**src/alu_consts.svh**
```systemverilog
/*
 * Integer execution unit constants
 * Data width, multiplier pipeline depth and opcode field width
 * shared by the package, the ALU and the multiplier
 */
`ifndef ALU_CONSTS_SVH
`define ALU_CONSTS_SVH

//////////////////////////////
// Datapath
//////////////////////////////

// Operand and result width
`define ALU_WIDTH 32

// Register stages inside the multiplier, 2 to 5 are supported
`define ALU_MPY_STAGES 3

//////////////////////////////
// Opcode field
//////////////////////////////

// Width of the opcode, 16 codes of which 14 are named
`define ALU_OP_BITS 4

`endif
```
**src/alu_pkg.sv**
```systemverilog
/*
 * Integer execution unit types
 * Opcode encoding, condition flags, multiply selector and the
 * multiplier product word with its two views
 */
`include "alu_consts.svh"

package alu_pkg;

	// ALU opcodes, 14 and 15 fall through to move
	typedef enum logic [`ALU_OP_BITS-1:0] {
		OP_SUB   = 4'd0,	// Also compare
		OP_AND   = 4'd1,
		OP_ADD   = 4'd2,
		OP_OR    = 4'd3,
		OP_XOR   = 4'd4,
		OP_LSR   = 4'd5,
		OP_LSL   = 4'd6,
		OP_ASR   = 4'd7,
		OP_BREV  = 4'd8,
		OP_LDILO = 4'd9,	// Load immediate into low half
		OP_MPYHU = 4'd10,
		OP_MPYHS = 4'd11,
		OP_MPY   = 4'd12,
		OP_MOV   = 4'd13
	} alu_op_e;

	// Condition flags, order is fixed by the flag register layout
	typedef struct packed {
		logic v;	// Overflow
		logic n;	// Negative
		logic c;	// Carry or borrow
		logic z;	// Zero
	} alu_flags_t;

	// Multiply selector, equal to the low two opcode bits
	typedef enum logic [1:0] {
		MPY_LO = 2'b00,	// Low word
		MPY_HU = 2'b10,	// High word, unsigned
		MPY_HS = 2'b11	// High word, signed
	} mpy_kind_e;

	// Full product, or split into its halves
	typedef union packed {
		logic [2*`ALU_WIDTH-1:0] full;
		struct packed {
			logic [`ALU_WIDTH-1:0] hi;
			logic [`ALU_WIDTH-1:0] lo;
		} half;
	} mpy_prod_u;

endpackage

```
**src/mpy_if.sv**
```systemverilog
/*
 * Multiply request channel
 * ALU raises start with the operands, the multiplier answers
 * with a done pulse and the product, no back-pressure
 */
`timescale 1ns/1ps
`include "alu_consts.svh"

interface mpy_if import alu_pkg::*; ();

	logic                  start;	// One-cycle request
	mpy_kind_e             kind;	// High or low, signed or not
	logic [`ALU_WIDTH-1:0] a;
	logic [`ALU_WIDTH-1:0] b;
	logic                  done;	// One-cycle answer
	mpy_prod_u             prod;	// Valid with done

	// ALU side
	modport requester (output start, kind, a, b, input done, prod);

	// Multiplier side
	modport unit (input start, kind, a, b, output done, prod);

endinterface

```
**src/alu_top.sv**
```systemverilog
/*
 * Integer execution unit top level
 * ALU and pipelined multiplier joined by the multiply channel
 */
`timescale 1ns/1ps
`include "alu_consts.svh"

module alu_top import alu_pkg::*;
(
	input  logic                  i_clk,
	input  logic                  i_reset,
	input  logic                  i_stb,	// One op per strobe
	input  alu_op_e               i_op,
	input  logic [`ALU_WIDTH-1:0] i_a,
	input  logic [`ALU_WIDTH-1:0] i_b,
	output logic [`ALU_WIDTH-1:0] o_c,
	output alu_flags_t            o_f,
	output logic                  o_valid,
	output logic                  o_busy	// No strobe while high
);

	//////////////////////////////
	// Multiply channel
	//////////////////////////////

	mpy_if u_mpy_if ();

	//////////////////////////////
	// ALU
	//////////////////////////////

	alu_ops u_ops
	(
		.i_clk   (i_clk),
		.i_reset (i_reset),
		.i_stb   (i_stb),
		.i_op    (i_op),
		.i_a     (i_a),
		.i_b     (i_b),
		.o_c     (o_c),
		.o_f     (o_f),
		.o_valid (o_valid),
		.o_busy  (o_busy),
		.mpy     (u_mpy_if.requester)
	);

	//////////////////////////////
	// Multiplier
	//////////////////////////////

	alu_mpy u_mpy
	(
		.i_clk   (i_clk),
		.i_reset (i_reset),
		.mpy     (u_mpy_if.unit)
	);

endmodule

```
**src/alu_ops.sv**
```systemverilog
/*
 * Registered integer ALU
 * One operation per strobe, result and flags the next cycle;
 * multiplies go out to the multiplier and hold busy until done
 */
`timescale 1ns/1ps
`include "alu_consts.svh"

module alu_ops import alu_pkg::*;
(
	input  logic                  i_clk,
	input  logic                  i_reset,
	input  logic                  i_stb,
	input  alu_op_e               i_op,
	input  logic [`ALU_WIDTH-1:0] i_a,
	input  logic [`ALU_WIDTH-1:0] i_b,
	output logic [`ALU_WIDTH-1:0] o_c,
	output alu_flags_t            o_f,
	output logic                  o_valid,
	output logic                  o_busy,
	mpy_if.requester              mpy
);

	localparam int W  = `ALU_WIDTH;
	localparam int SH = $clog2(W);	// Shift amount bits within a word

	//////////////////////////////
	// Shifter
	//////////////////////////////

	logic              sh_big;	// Amount above the word width
	logic              sh_full;	// Amount exactly the word width
	logic [W:0]        lsr_res;	// {result, carry}
	logic [W:0]        lsl_res;	// {carry, result}
	logic [W:0]        asr_res;	// {result, carry}
	logic signed [W:0] asr_in;

	assign sh_big  = (|i_b[W-1:SH+1]) || (i_b[SH] && (i_b[SH-1:0] != '0));
	assign sh_full = i_b[SH];
	assign asr_in  = {i_a, 1'b0};	// Extra low bit catches shift-out

	always_comb
	begin
		// Logical right
		if (sh_big)
			lsr_res = '0;
		else if (sh_full)
			lsr_res = {{W{1'b0}}, i_a[W-1]};	// Top bit lands in carry
		else
			lsr_res = {i_a, 1'b0} >> i_b[SH-1:0];

		// Left
		if (sh_big)
			lsl_res = '0;
		else if (sh_full)
			lsl_res = {i_a[0], {W{1'b0}}};
		else
			lsl_res = {1'b0, i_a} << i_b[SH-1:0];

		// Arithmetic right, 32 and up fill with sign
		if (sh_big || sh_full)
			asr_res = {(W+1){i_a[W-1]}};
		else
			asr_res = asr_in >>> i_b[SH-1:0];
	end

	// Bit reversal of b
	logic [W-1:0] brev_res;

	always_comb
	begin
		for (int k = 0; k < W; k++)
			brev_res[k] = i_b[W-1-k];
	end

	//////////////////////////////
	// Multiply request
	//////////////////////////////

	logic      is_mpy;
	mpy_kind_e r_kind;	// Held until done

	assign is_mpy = (i_op == OP_MPYHU) || (i_op == OP_MPYHS) || (i_op == OP_MPY);

	assign mpy.start = i_stb && is_mpy;
	assign mpy.kind  = mpy_kind_e'(i_op[1:0]);	// Opcode low bits pick the half
	assign mpy.a     = i_a;
	assign mpy.b     = i_b;

	always_ff @(posedge i_clk)
	begin
		if (mpy.start)
			r_kind <= mpy.kind;
	end

	//////////////////////////////
	// Result and flag pre-logic
	//////////////////////////////

	logic r_c;		// Registered carry
	logic pre_sign;	// Sign of a at the strobe
	logic set_ovfl;	// Op can overflow
	logic keep_sgn;	// Op flips N on overflow

	always_ff @(posedge i_clk)
	begin
		if (i_stb)
		begin
			pre_sign <= i_a[W-1];
			set_ovfl <= ((i_op == OP_SUB) && (i_a[W-1] != i_b[W-1]))
				|| ((i_op == OP_ADD) && (i_a[W-1] == i_b[W-1]))
				|| (i_op == OP_LSL) || (i_op == OP_LSR);
			keep_sgn <= ((i_op == OP_SUB) && (i_a[W-1] != i_b[W-1]))
				|| ((i_op == OP_ADD) && (i_a[W-1] == i_b[W-1]));
			r_c <= 1'b0;	// Only arithmetic and shifts set it
			case (i_op)
			OP_SUB:   {r_c, o_c} <= {1'b0, i_a} - {1'b0, i_b};	// Borrow out
			OP_AND:   o_c <= i_a & i_b;
			OP_ADD:   {r_c, o_c} <= {1'b0, i_a} + {1'b0, i_b};
			OP_OR:    o_c <= i_a | i_b;
			OP_XOR:   o_c <= i_a ^ i_b;
			OP_LSR:   {o_c, r_c} <= lsr_res;
			OP_LSL:   {r_c, o_c} <= lsl_res;
			OP_ASR:   {o_c, r_c} <= asr_res;
			OP_BREV:  o_c <= brev_res;
			OP_LDILO: o_c <= {i_a[W-1:W/2], i_b[W/2-1:0]};
			OP_MPYHU, OP_MPYHS, OP_MPY:
				o_c <= o_c;	// Filled in on done
			default:  o_c <= i_b;	// MOV, and 14, 15
			endcase
		end
		else if (mpy.done)
		begin
			r_c <= 1'b0;
			if (r_kind == MPY_LO)
				o_c <= mpy.prod.half.lo;
			else
				o_c <= mpy.prod.half.hi;
		end
	end

	// Flags from the registered result
	logic z, n, v, vx;

	assign z  = (o_c == '0);
	assign n  = o_c[W-1];
	assign v  = set_ovfl && (pre_sign != o_c[W-1]);
	assign vx = keep_sgn && (pre_sign != o_c[W-1]);	// True sign of sum

	assign o_f = '{v: v, n: n ^ vx, c: r_c, z: z};

	//////////////////////////////
	// Handshake
	//////////////////////////////

	always_ff @(posedge i_clk)
	begin
		if (i_reset)
		begin
			o_valid <= 1'b0;
			o_busy  <= 1'b0;
		end
		else
		begin
			o_valid <= (i_stb && !is_mpy) || mpy.done;
			if (mpy.start)
				o_busy <= 1'b1;	// Hold off new strobes
			else if (mpy.done)
				o_busy <= 1'b0;	// Drops as valid rises
		end
	end

endmodule

```
**src/alu_mpy.sv**
```systemverilog
/*
 * Pipelined 32x32 multiplier
 * Extends both operands by kind, then multiplies over a fixed
 * number of register stages; done marks the product word
 */
`timescale 1ns/1ps
`include "alu_consts.svh"

module alu_mpy import alu_pkg::*;
(
	input  logic i_clk,
	input  logic i_reset,
	mpy_if.unit  mpy
);

	localparam int W = `ALU_WIDTH;
	localparam int N = `ALU_MPY_STAGES;	// Start to done, in cycles

	//////////////////////////////
	// Stage 0, operand capture
	//////////////////////////////

	logic signed [W:0] a_x;	// One extra bit for sign or zero
	logic signed [W:0] b_x;
	logic              ext_sgn;

	// Only the signed high product needs sign extension
	assign ext_sgn = (mpy.kind == MPY_HS);

	always_ff @(posedge i_clk)
	begin
		if (mpy.start)
		begin
			a_x <= {ext_sgn & mpy.a[W-1], mpy.a};
			b_x <= {ext_sgn & mpy.b[W-1], mpy.b};
		end
	end

	//////////////////////////////
	// Stage 1 onward, product
	//////////////////////////////

	logic signed [2*W+1:0] full_prod;	// 33x33 signed
	logic [2*W-1:0]        prod_pipe [1:N-1];

	// Low 64 bits are right for both extensions
	assign full_prod = a_x * b_x;

	always_ff @(posedge i_clk)
	begin
		prod_pipe[1] <= full_prod[2*W-1:0];
		// Extra stages just carry the word along
		for (int s = 2; s < N; s++)
			prod_pipe[s] <= prod_pipe[s-1];
	end

	//////////////////////////////
	// Valid bits
	//////////////////////////////

	logic [N-1:0] vld;	// One bit per stage

	always_ff @(posedge i_clk)
	begin
		if (i_reset)
			vld <= '0;
		else
			vld <= {vld[N-2:0], mpy.start};	// Shift with the data
	end

	// Last stage drives the answer
	assign mpy.done      = vld[N-1];
	assign mpy.prod.full = prod_pipe[N-1];

endmodule

```
**config.mk**
```make
export PLATFORM = sky130hd
export DESIGN_NAME = alu_top
export DESIGN_NICKNAME = d
export VERILOG_FILES = /design/src/alu_pkg.sv /design/src/mpy_if.sv /design/src/alu_top.sv /design/src/alu_ops.sv /design/src/alu_mpy.sv
export VERILOG_INCLUDE_DIRS = /design/src
export SDC_FILE = /design/constraint.sdc
export NUM_CORES = 2
export LEC_CHECK = 0
export BUFFER_PORTS_ARGS = -buffer_cell sky130_fd_sc_hd__buf_4
export CORE_ASPECT_RATIO = 0.9
export CORE_MARGIN = 1.5
export CORE_UTILIZATION = 50
export CTS_BUF_LIST = sky130_fd_sc_hd__clkbuf_8
export CTS_CLUSTER_SIZE = 30
export DETAILED_ROUTE_END_ITERATION = 6
export PLACE_DENSITY = 0.66
export SLEW_MARGIN = 20
export SYNTH_ARGS = -nofsm -noshare
export SYNTH_HDL_FRONTEND = slang
export SYNTH_SLANG_ARGS = --single-unit
```
**constraint.sdc**
```tcl
create_clock -name i_clk -period 8.5 [get_ports i_clk]
set_input_delay 1.7 -clock i_clk [delete_from_list [all_inputs] [get_ports i_clk]]
set_output_delay 1.7 -clock i_clk [all_outputs]
set_load 0.01 [all_outputs]
```
Word level (Yosys, flattened, before mapping)
Memories as Yosys holds them, arrays and structs flattened.
Cells that the tools add are included.
{ "op_classes": {"n_addsub": 2, "n_mul": 1, "n_eq_ne": 17, "shifts": 3, "mux": 13, "bitwise_logic": 6, "n_reduce_logical": 25} }
{ "op_table": {"columns": ["cell", "count"], "rows": [
  ["32-bit case mux with 11 select lines", 1],
  ["33-bit 2-to-1 mux", 5],
  ["32-bit 2-to-1 mux", 3],
  ["33-bit by 33-bit multiplier with 64-bit output", 1],
  ["32-bit by 32-bit adder with 33-bit output", 1],
  ["32-bit by 5-bit << shifter with 33-bit output", 1],
  ["33-bit by 5-bit >> shifter with 33-bit output", 1],
  ["33-bit by 5-bit >>> shifter with 33-bit output", 1],
  ["32-bit by 32-bit subtractor with 33-bit output", 1],
  ["32-bit AND", 1],
  ["32-bit logical NOT", 1],
  ["32-bit bitwise OR", 1],
  ["32-bit XOR", 1],
  ["26-bit OR reduction", 1],
  ["4-bit == test, second input constant", 5],
  ["4-bit by 3-bit == test with 1-bit output, second input constant", 4],
  ["4-bit by 2-bit == test with 1-bit output, second input constant", 2],
  ["1-bit logical OR", 8],
  ["1-bit logical AND", 7],
  ["1-bit case mux with 5 select lines", 1],
  ["5-bit nonzero test", 1],
  ["4-bit by 1-bit == test with 1-bit output, second input constant", 1],
  ["4-bit logical NOT", 1],
  ["2-bit nonzero test", 2],
  ["other kinds (11)", 15]
]} }
{ "word_totals": {"ff_bits": 109, "mem_bits_rw": 128, "input_bits": 71, "word_cells": 79, "mem_count": 1} }
{ "mem_list": {"columns": ["memory", "words", "width", "read_ports", "rd_clocked_by_memory_dff", "wr", "line_no", "text"], "rows": [
  ["u_mpy.prod_pipe", 2, 64, 2, 0, 2, "alu_mpy.sv:44", "logic [2*W-1:0] prod_pipe [1:N-1];"]
]} }

Longest topological paths before layout
{ "logic_depth": {"word_depth": 7, "mapped_depth": 29, "mapped_depth_nobuf": 27} }

Cells and area by module
From an unflattened synthesis, not the netlist that was laid out.
{ "hier_totals": {"cells_unflattened": 6112, "area_unflattened_um2": 55997.5} }
{ "by_module_without_submodules": {"columns": ["mod", "instances", "cells_each", "area_each_um2", "seq_area_each_um2"], "rows": [
  ["alu_mpy", 1, 4322, 42841.1, 4604.4],
  ["alu_ops", 1, 1790, 13156.4, 1181.1]
]} }

Worst setup path after synthesis
OpenSTA, ideal clock, no wires.
{ "synth_path": {"kind": "register to register", "startpoint": "reg u_mpy.a_x[32]", "endpoint": "mem u_mpy.prod_pipe[1][55] in the netlist's numbering", "setup_time_ps": 120, "arrival_time_ps": 7396, "required_ps": 8380, "path_slack_ps": 984, "stages_incl_launch_ff": 23, "path_buffers": 2, "period_less_slack_ps": 7516, "path_cell_list": "edfxtp_1 > clkbuf_1 > nand2_1 > inv_1 > fa_1 > fa_1 > fa_1 > inv_1 > fa_1 > inv_1 > fa_1 > fa_1 > fa_1 > fa_1 > ha_1 > clkbuf_1 > nand3_1 > or4_1 > a31oi_1 > nor2_1 > o21ai_1 > o21ai_0 > xnor2_1"} }
{ "synth_rtl": {"columns": ["element", "line_no", "text"], "rows": [
  ["start: declaration", "alu_mpy.sv:23", "logic signed [W:0] a_x;"],
  ["start signal: assignment", "alu_mpy.sv:34", "a_x <= {ext_sgn & mpy.a[W-1], mpy.a};"],
  ["end: declaration", "alu_mpy.sv:44", null]
]} }

==> key figures <==
GRT
  – Global-route wire length before repair: 290000 um
  – Initial antenna violation count: 18
  – Overflow after GRT: 0
  – Vias in the first global route: 45400
  – Largest net degree at the start of global routing: 71
  – Gr usage total: 0.354

Setup path
  – Top delay family on crit path: adder cells
  – Crit end category: flip-flop
  – Crit-path most repeated cell: fa_1
  – Required @ worst endpoint: 9.02 ns
  – WS Path Type: flip-flop to flip-flop
  – Critical path peak fanout: 27
  – CP max-delay cell: edfxtp_1
  – Crit-path max cell delay: a little under 0.6 ns
  – CP arrival: between 8 and 9 ns
  – R2r setup slk: 0.24 ns
  – CP Launch Type: flip-flop
  – Critical path startpoint: u_mpy.a_x[26]$_DFFE_PP_
  – RR Endpoint: u_mpy.prod_pipe[1][62]$_DFF_P_
  – Worst r2r src: u_mpy.a_x[26]$_DFFE_PP_
  – Worst setup path end: u_mpy.prod_pipe[1][62]$_DFF_P_
  – Crit path depth: 26
  – FF-to-FF path depth: 26
  – WP buf/inv: 6

Clock tree
  – CTS buffer count: 44
  – Clock tree buffer depth: 3
  – Worst-skew pair later-pin latency: 0.72 ns
  – CTS root buf: clkbuf_8
  – Clock sinks: 237
  – CTS tree: yes
  – H-tree Lvls: 2
  – Post-CTS Hold Buffers: 0
  – Clk slew on worst S/H paths: 0.08 ns

Detailed routing
  – Routed WL: 191000 um
  – DR pass1 iterations: 6
  – Via count: 43700
  – DR DRC count: 0
  – WL per Instance: 25.5 um
  – Initial DRC count: 4689
  – Post-DR vias/cell: 5.85
  – Final ANT Viol Nets: 0

STA
  – Hold WS: 0.240 ns
  – Fmax: 121 MHz
  – Final period util: 0.972
  – Slew HR: 0.254
  – Tightest Pin Transition: 1.11 ns
  – Setup slack after layout: roughly 0.24 ns
  – Worst Skew: 0.142 ns
  – Pins Over Slew Limit: 0
  – Fin. Hold Viols: 0
  – Final worst path period need: just over 8 ns
  – Final setup viols: 0

Yosys
  – Commonest cells post-synth: inv_1 (1170), fa_1 (1127), nand2_1 (695)
  – Sequential area share after synthesis: 0.106
  – Count leader, synth: inv_1
  – Synth Register Bits: ~240
  – Ys Warns: 0
  – Mapped cell area: 0.0544 sq mm
  – Avg Cell Area, Syn: between 9 and 10 sq um
  – Ys flop type: dfxtp_1
  – Mapped Nets: 7474
  – Top cell type's share of synthesized area: 0.415
  – Count of cell types in the netlist: 85
  – Async set-reset flop share out of synthesis: 0
  – Top cell type by total area after synthesis: fa_1
  – Number of synthesized flops with an enable pin: ~100
  – Area contributors post-synth: fa_1 (42%), inv_1 (8.1%), ha_1 (7.1%)
  – Synth Instances: 5967

Die
  – Core area: between 0.1 and 0.15 sq mm
  – Die area: 0.111 sq mm
  – Initial Util: 0.505
  – Number of cell rows: 114
  – Die X: 351 um
  – I/O pin count: between 100 and 150
  – Chip Height: 316 um

Run
  – # Max-Cap Violations: 0

Layout
  – Fin nets: 7489
  – Finished Layout Cells: 7477
  – P&R area growth vs syn: 7.88%
  – Sequential cell area: 0.00579 sq mm
  – Multi-input gate area: 0.0429 sq mm
  – Fill cells: between 9000 and 10000
  – Layout cells sized above 1: 0.0813

Hold path
  – Hold crit path type: flip-flop to flip-flop

Status
  – Status: completed

Place
  – # placed instances: 7352
  – Final GP Congestion: about 1.0
  – DP HPWL: 151000 um
  – Setup WS pre-CTS: -0.0244 ns
  – PortBufs: 108
## cell families (layout without fill, tap and decap cells)
group | Yosys count | count (layout) | share of synthesized area
simple gates | 1771 | 1771 | 0.160
buf+inv | 1526 | 1575 | 0.106
flops | 237 | 237 | 0.106
fa+ha+maj | 1436 | 1436 | 0.486
compound gates | 793 | 793 | 0.0939
mux | 111 | 111 | 0.0324
xor+xnor | 93 | 93 | 0.0150
other cells | 0 | 11 | 0
## through the flow
step,TNS (ns),area (sq um),util
6_report,0,58600,0.545
5_1_grt,-0.000914,58600,0.545
4_1_cts,0,58200,0.541
3_5_place_dp,-0.0244,57100,0.531
3_3_place_gp,-0.0291,57100,0.531
2_1_floorplan,0,54400,-
## area by class of cell
| type | count | area share |
|---|---|---|
| well taps | 1450 | 0.0309 |
| repair buffers | 324 | 0.0472 |
| diodes | 11 | 0.000469 |
| clock inverters | 29 | 0.00435 |
| multi-input cells | 4204 | 0.731 |
| clock buffers | 51 | 0.0120 |
| flip-flops and latches | 237 | 0.0987 |
| inverters | 1171 | 0.0750 |
## cells in the final DEF, fill, tap and decap left out, types with 14 or more instances in the layout
cell      netlist  routed
a211oi_1       45      44
a21o_1         44      44
a21oi_1       215     215
a221oi_1       36      36
a22oi_1        18      18
a31oi_1        38      37
and2_1        556     556
buf_12          0      27
buf_4           4     297
clkbuf_8        0      51
dfxtp_1       133     133
edfxtp_1      104     104
fa_1         1127    1126
ha_1          309     308
inv_1        1170    1174
mux2i_1        49      49
mux4_2         51      51
nand2_1       695     695
nand2b_1       21      21
nand3_1        52      52
nand4_1        18      18
nor2_1        233     232
nor2b_1        72      72
nor3_1         50      48
nor4_1         23      22
o211ai_1       28      28
o21a_1         14      14
o21ai_0       169     169
o21ai_1        18      15
o21bai_1       25      25
o22ai_1        21      21
xnor2_1        71      71
xor2_1         22      22
## state kept, by name (all words and copies together) (netlist names)
| name | cells |
|---|---|
| u_ops.r_kind | 2 |
| u_ops.keep_sgn | 1 |
| u_mpy.a_x | 33 |
| u_ops.o_busy | 1 |
| u_mpy.b_x | 33 |
| u_ops.o_valid | 1 |
| u_ops.r_c | 1 |
| u_mpy.prod_pipe | 128 |
| u_ops.pre_sign | 1 |
| u_ops.set_ovfl | 1 |
| u_mpy.vld | 3 |
| u_ops.o_c | 32 |
## worst min-delay path by stage
stage,from,endpoint,slack (ns),depth (start not counted)
final,u_mpy.prod_pipe[1][9]$_DFF_P_,u_mpy.prod_pipe[2][9]$_DFF_P_,0.24,0
after global routing,u_mpy.prod_pipe[1][9]$_DFF_P_,u_mpy.prod_pipe[2][9]$_DFF_P_,0.28,0
after CTS,u_mpy.prod_pipe[1][9]$_DFF_P_,u_mpy.prod_pipe[2][9]$_DFF_P_,0.26,0
after detailed placement,u_mpy.prod_pipe[1][13]$_DFF_P_,u_mpy.prod_pipe[2][13]$_DFF_P_,0.31,0
after global placement,u_mpy.prod_pipe[1][4]$_DFF_P_,u_mpy.prod_pipe[2][4]$_DFF_P_,0.31,0
after floorplan,u_mpy.prod_pipe[1][0]$_DFF_P_,u_mpy.prod_pipe[2][0]$_DFF_P_,0.31,0
## repair_timing
action                                  4_1_cts  5_1_grt
pin swaps                                     0        1
buffers inserted                              5       29
endpoints found under the setup margin        1       10
resized for setup                             1       13
## per-layer routing
metal	vias to the layer above	track usage	routed length, um
li1	18600	-	-
met1	22200	0.496	78400
met2	2425	0.531	83100
met3	476	0.0719	18700
met4	6	0.161	10300
met5	-	0	39
Power is not shown: default switching activity piles up to over one toggle a cycle in this logic, so the estimate is an artifact.
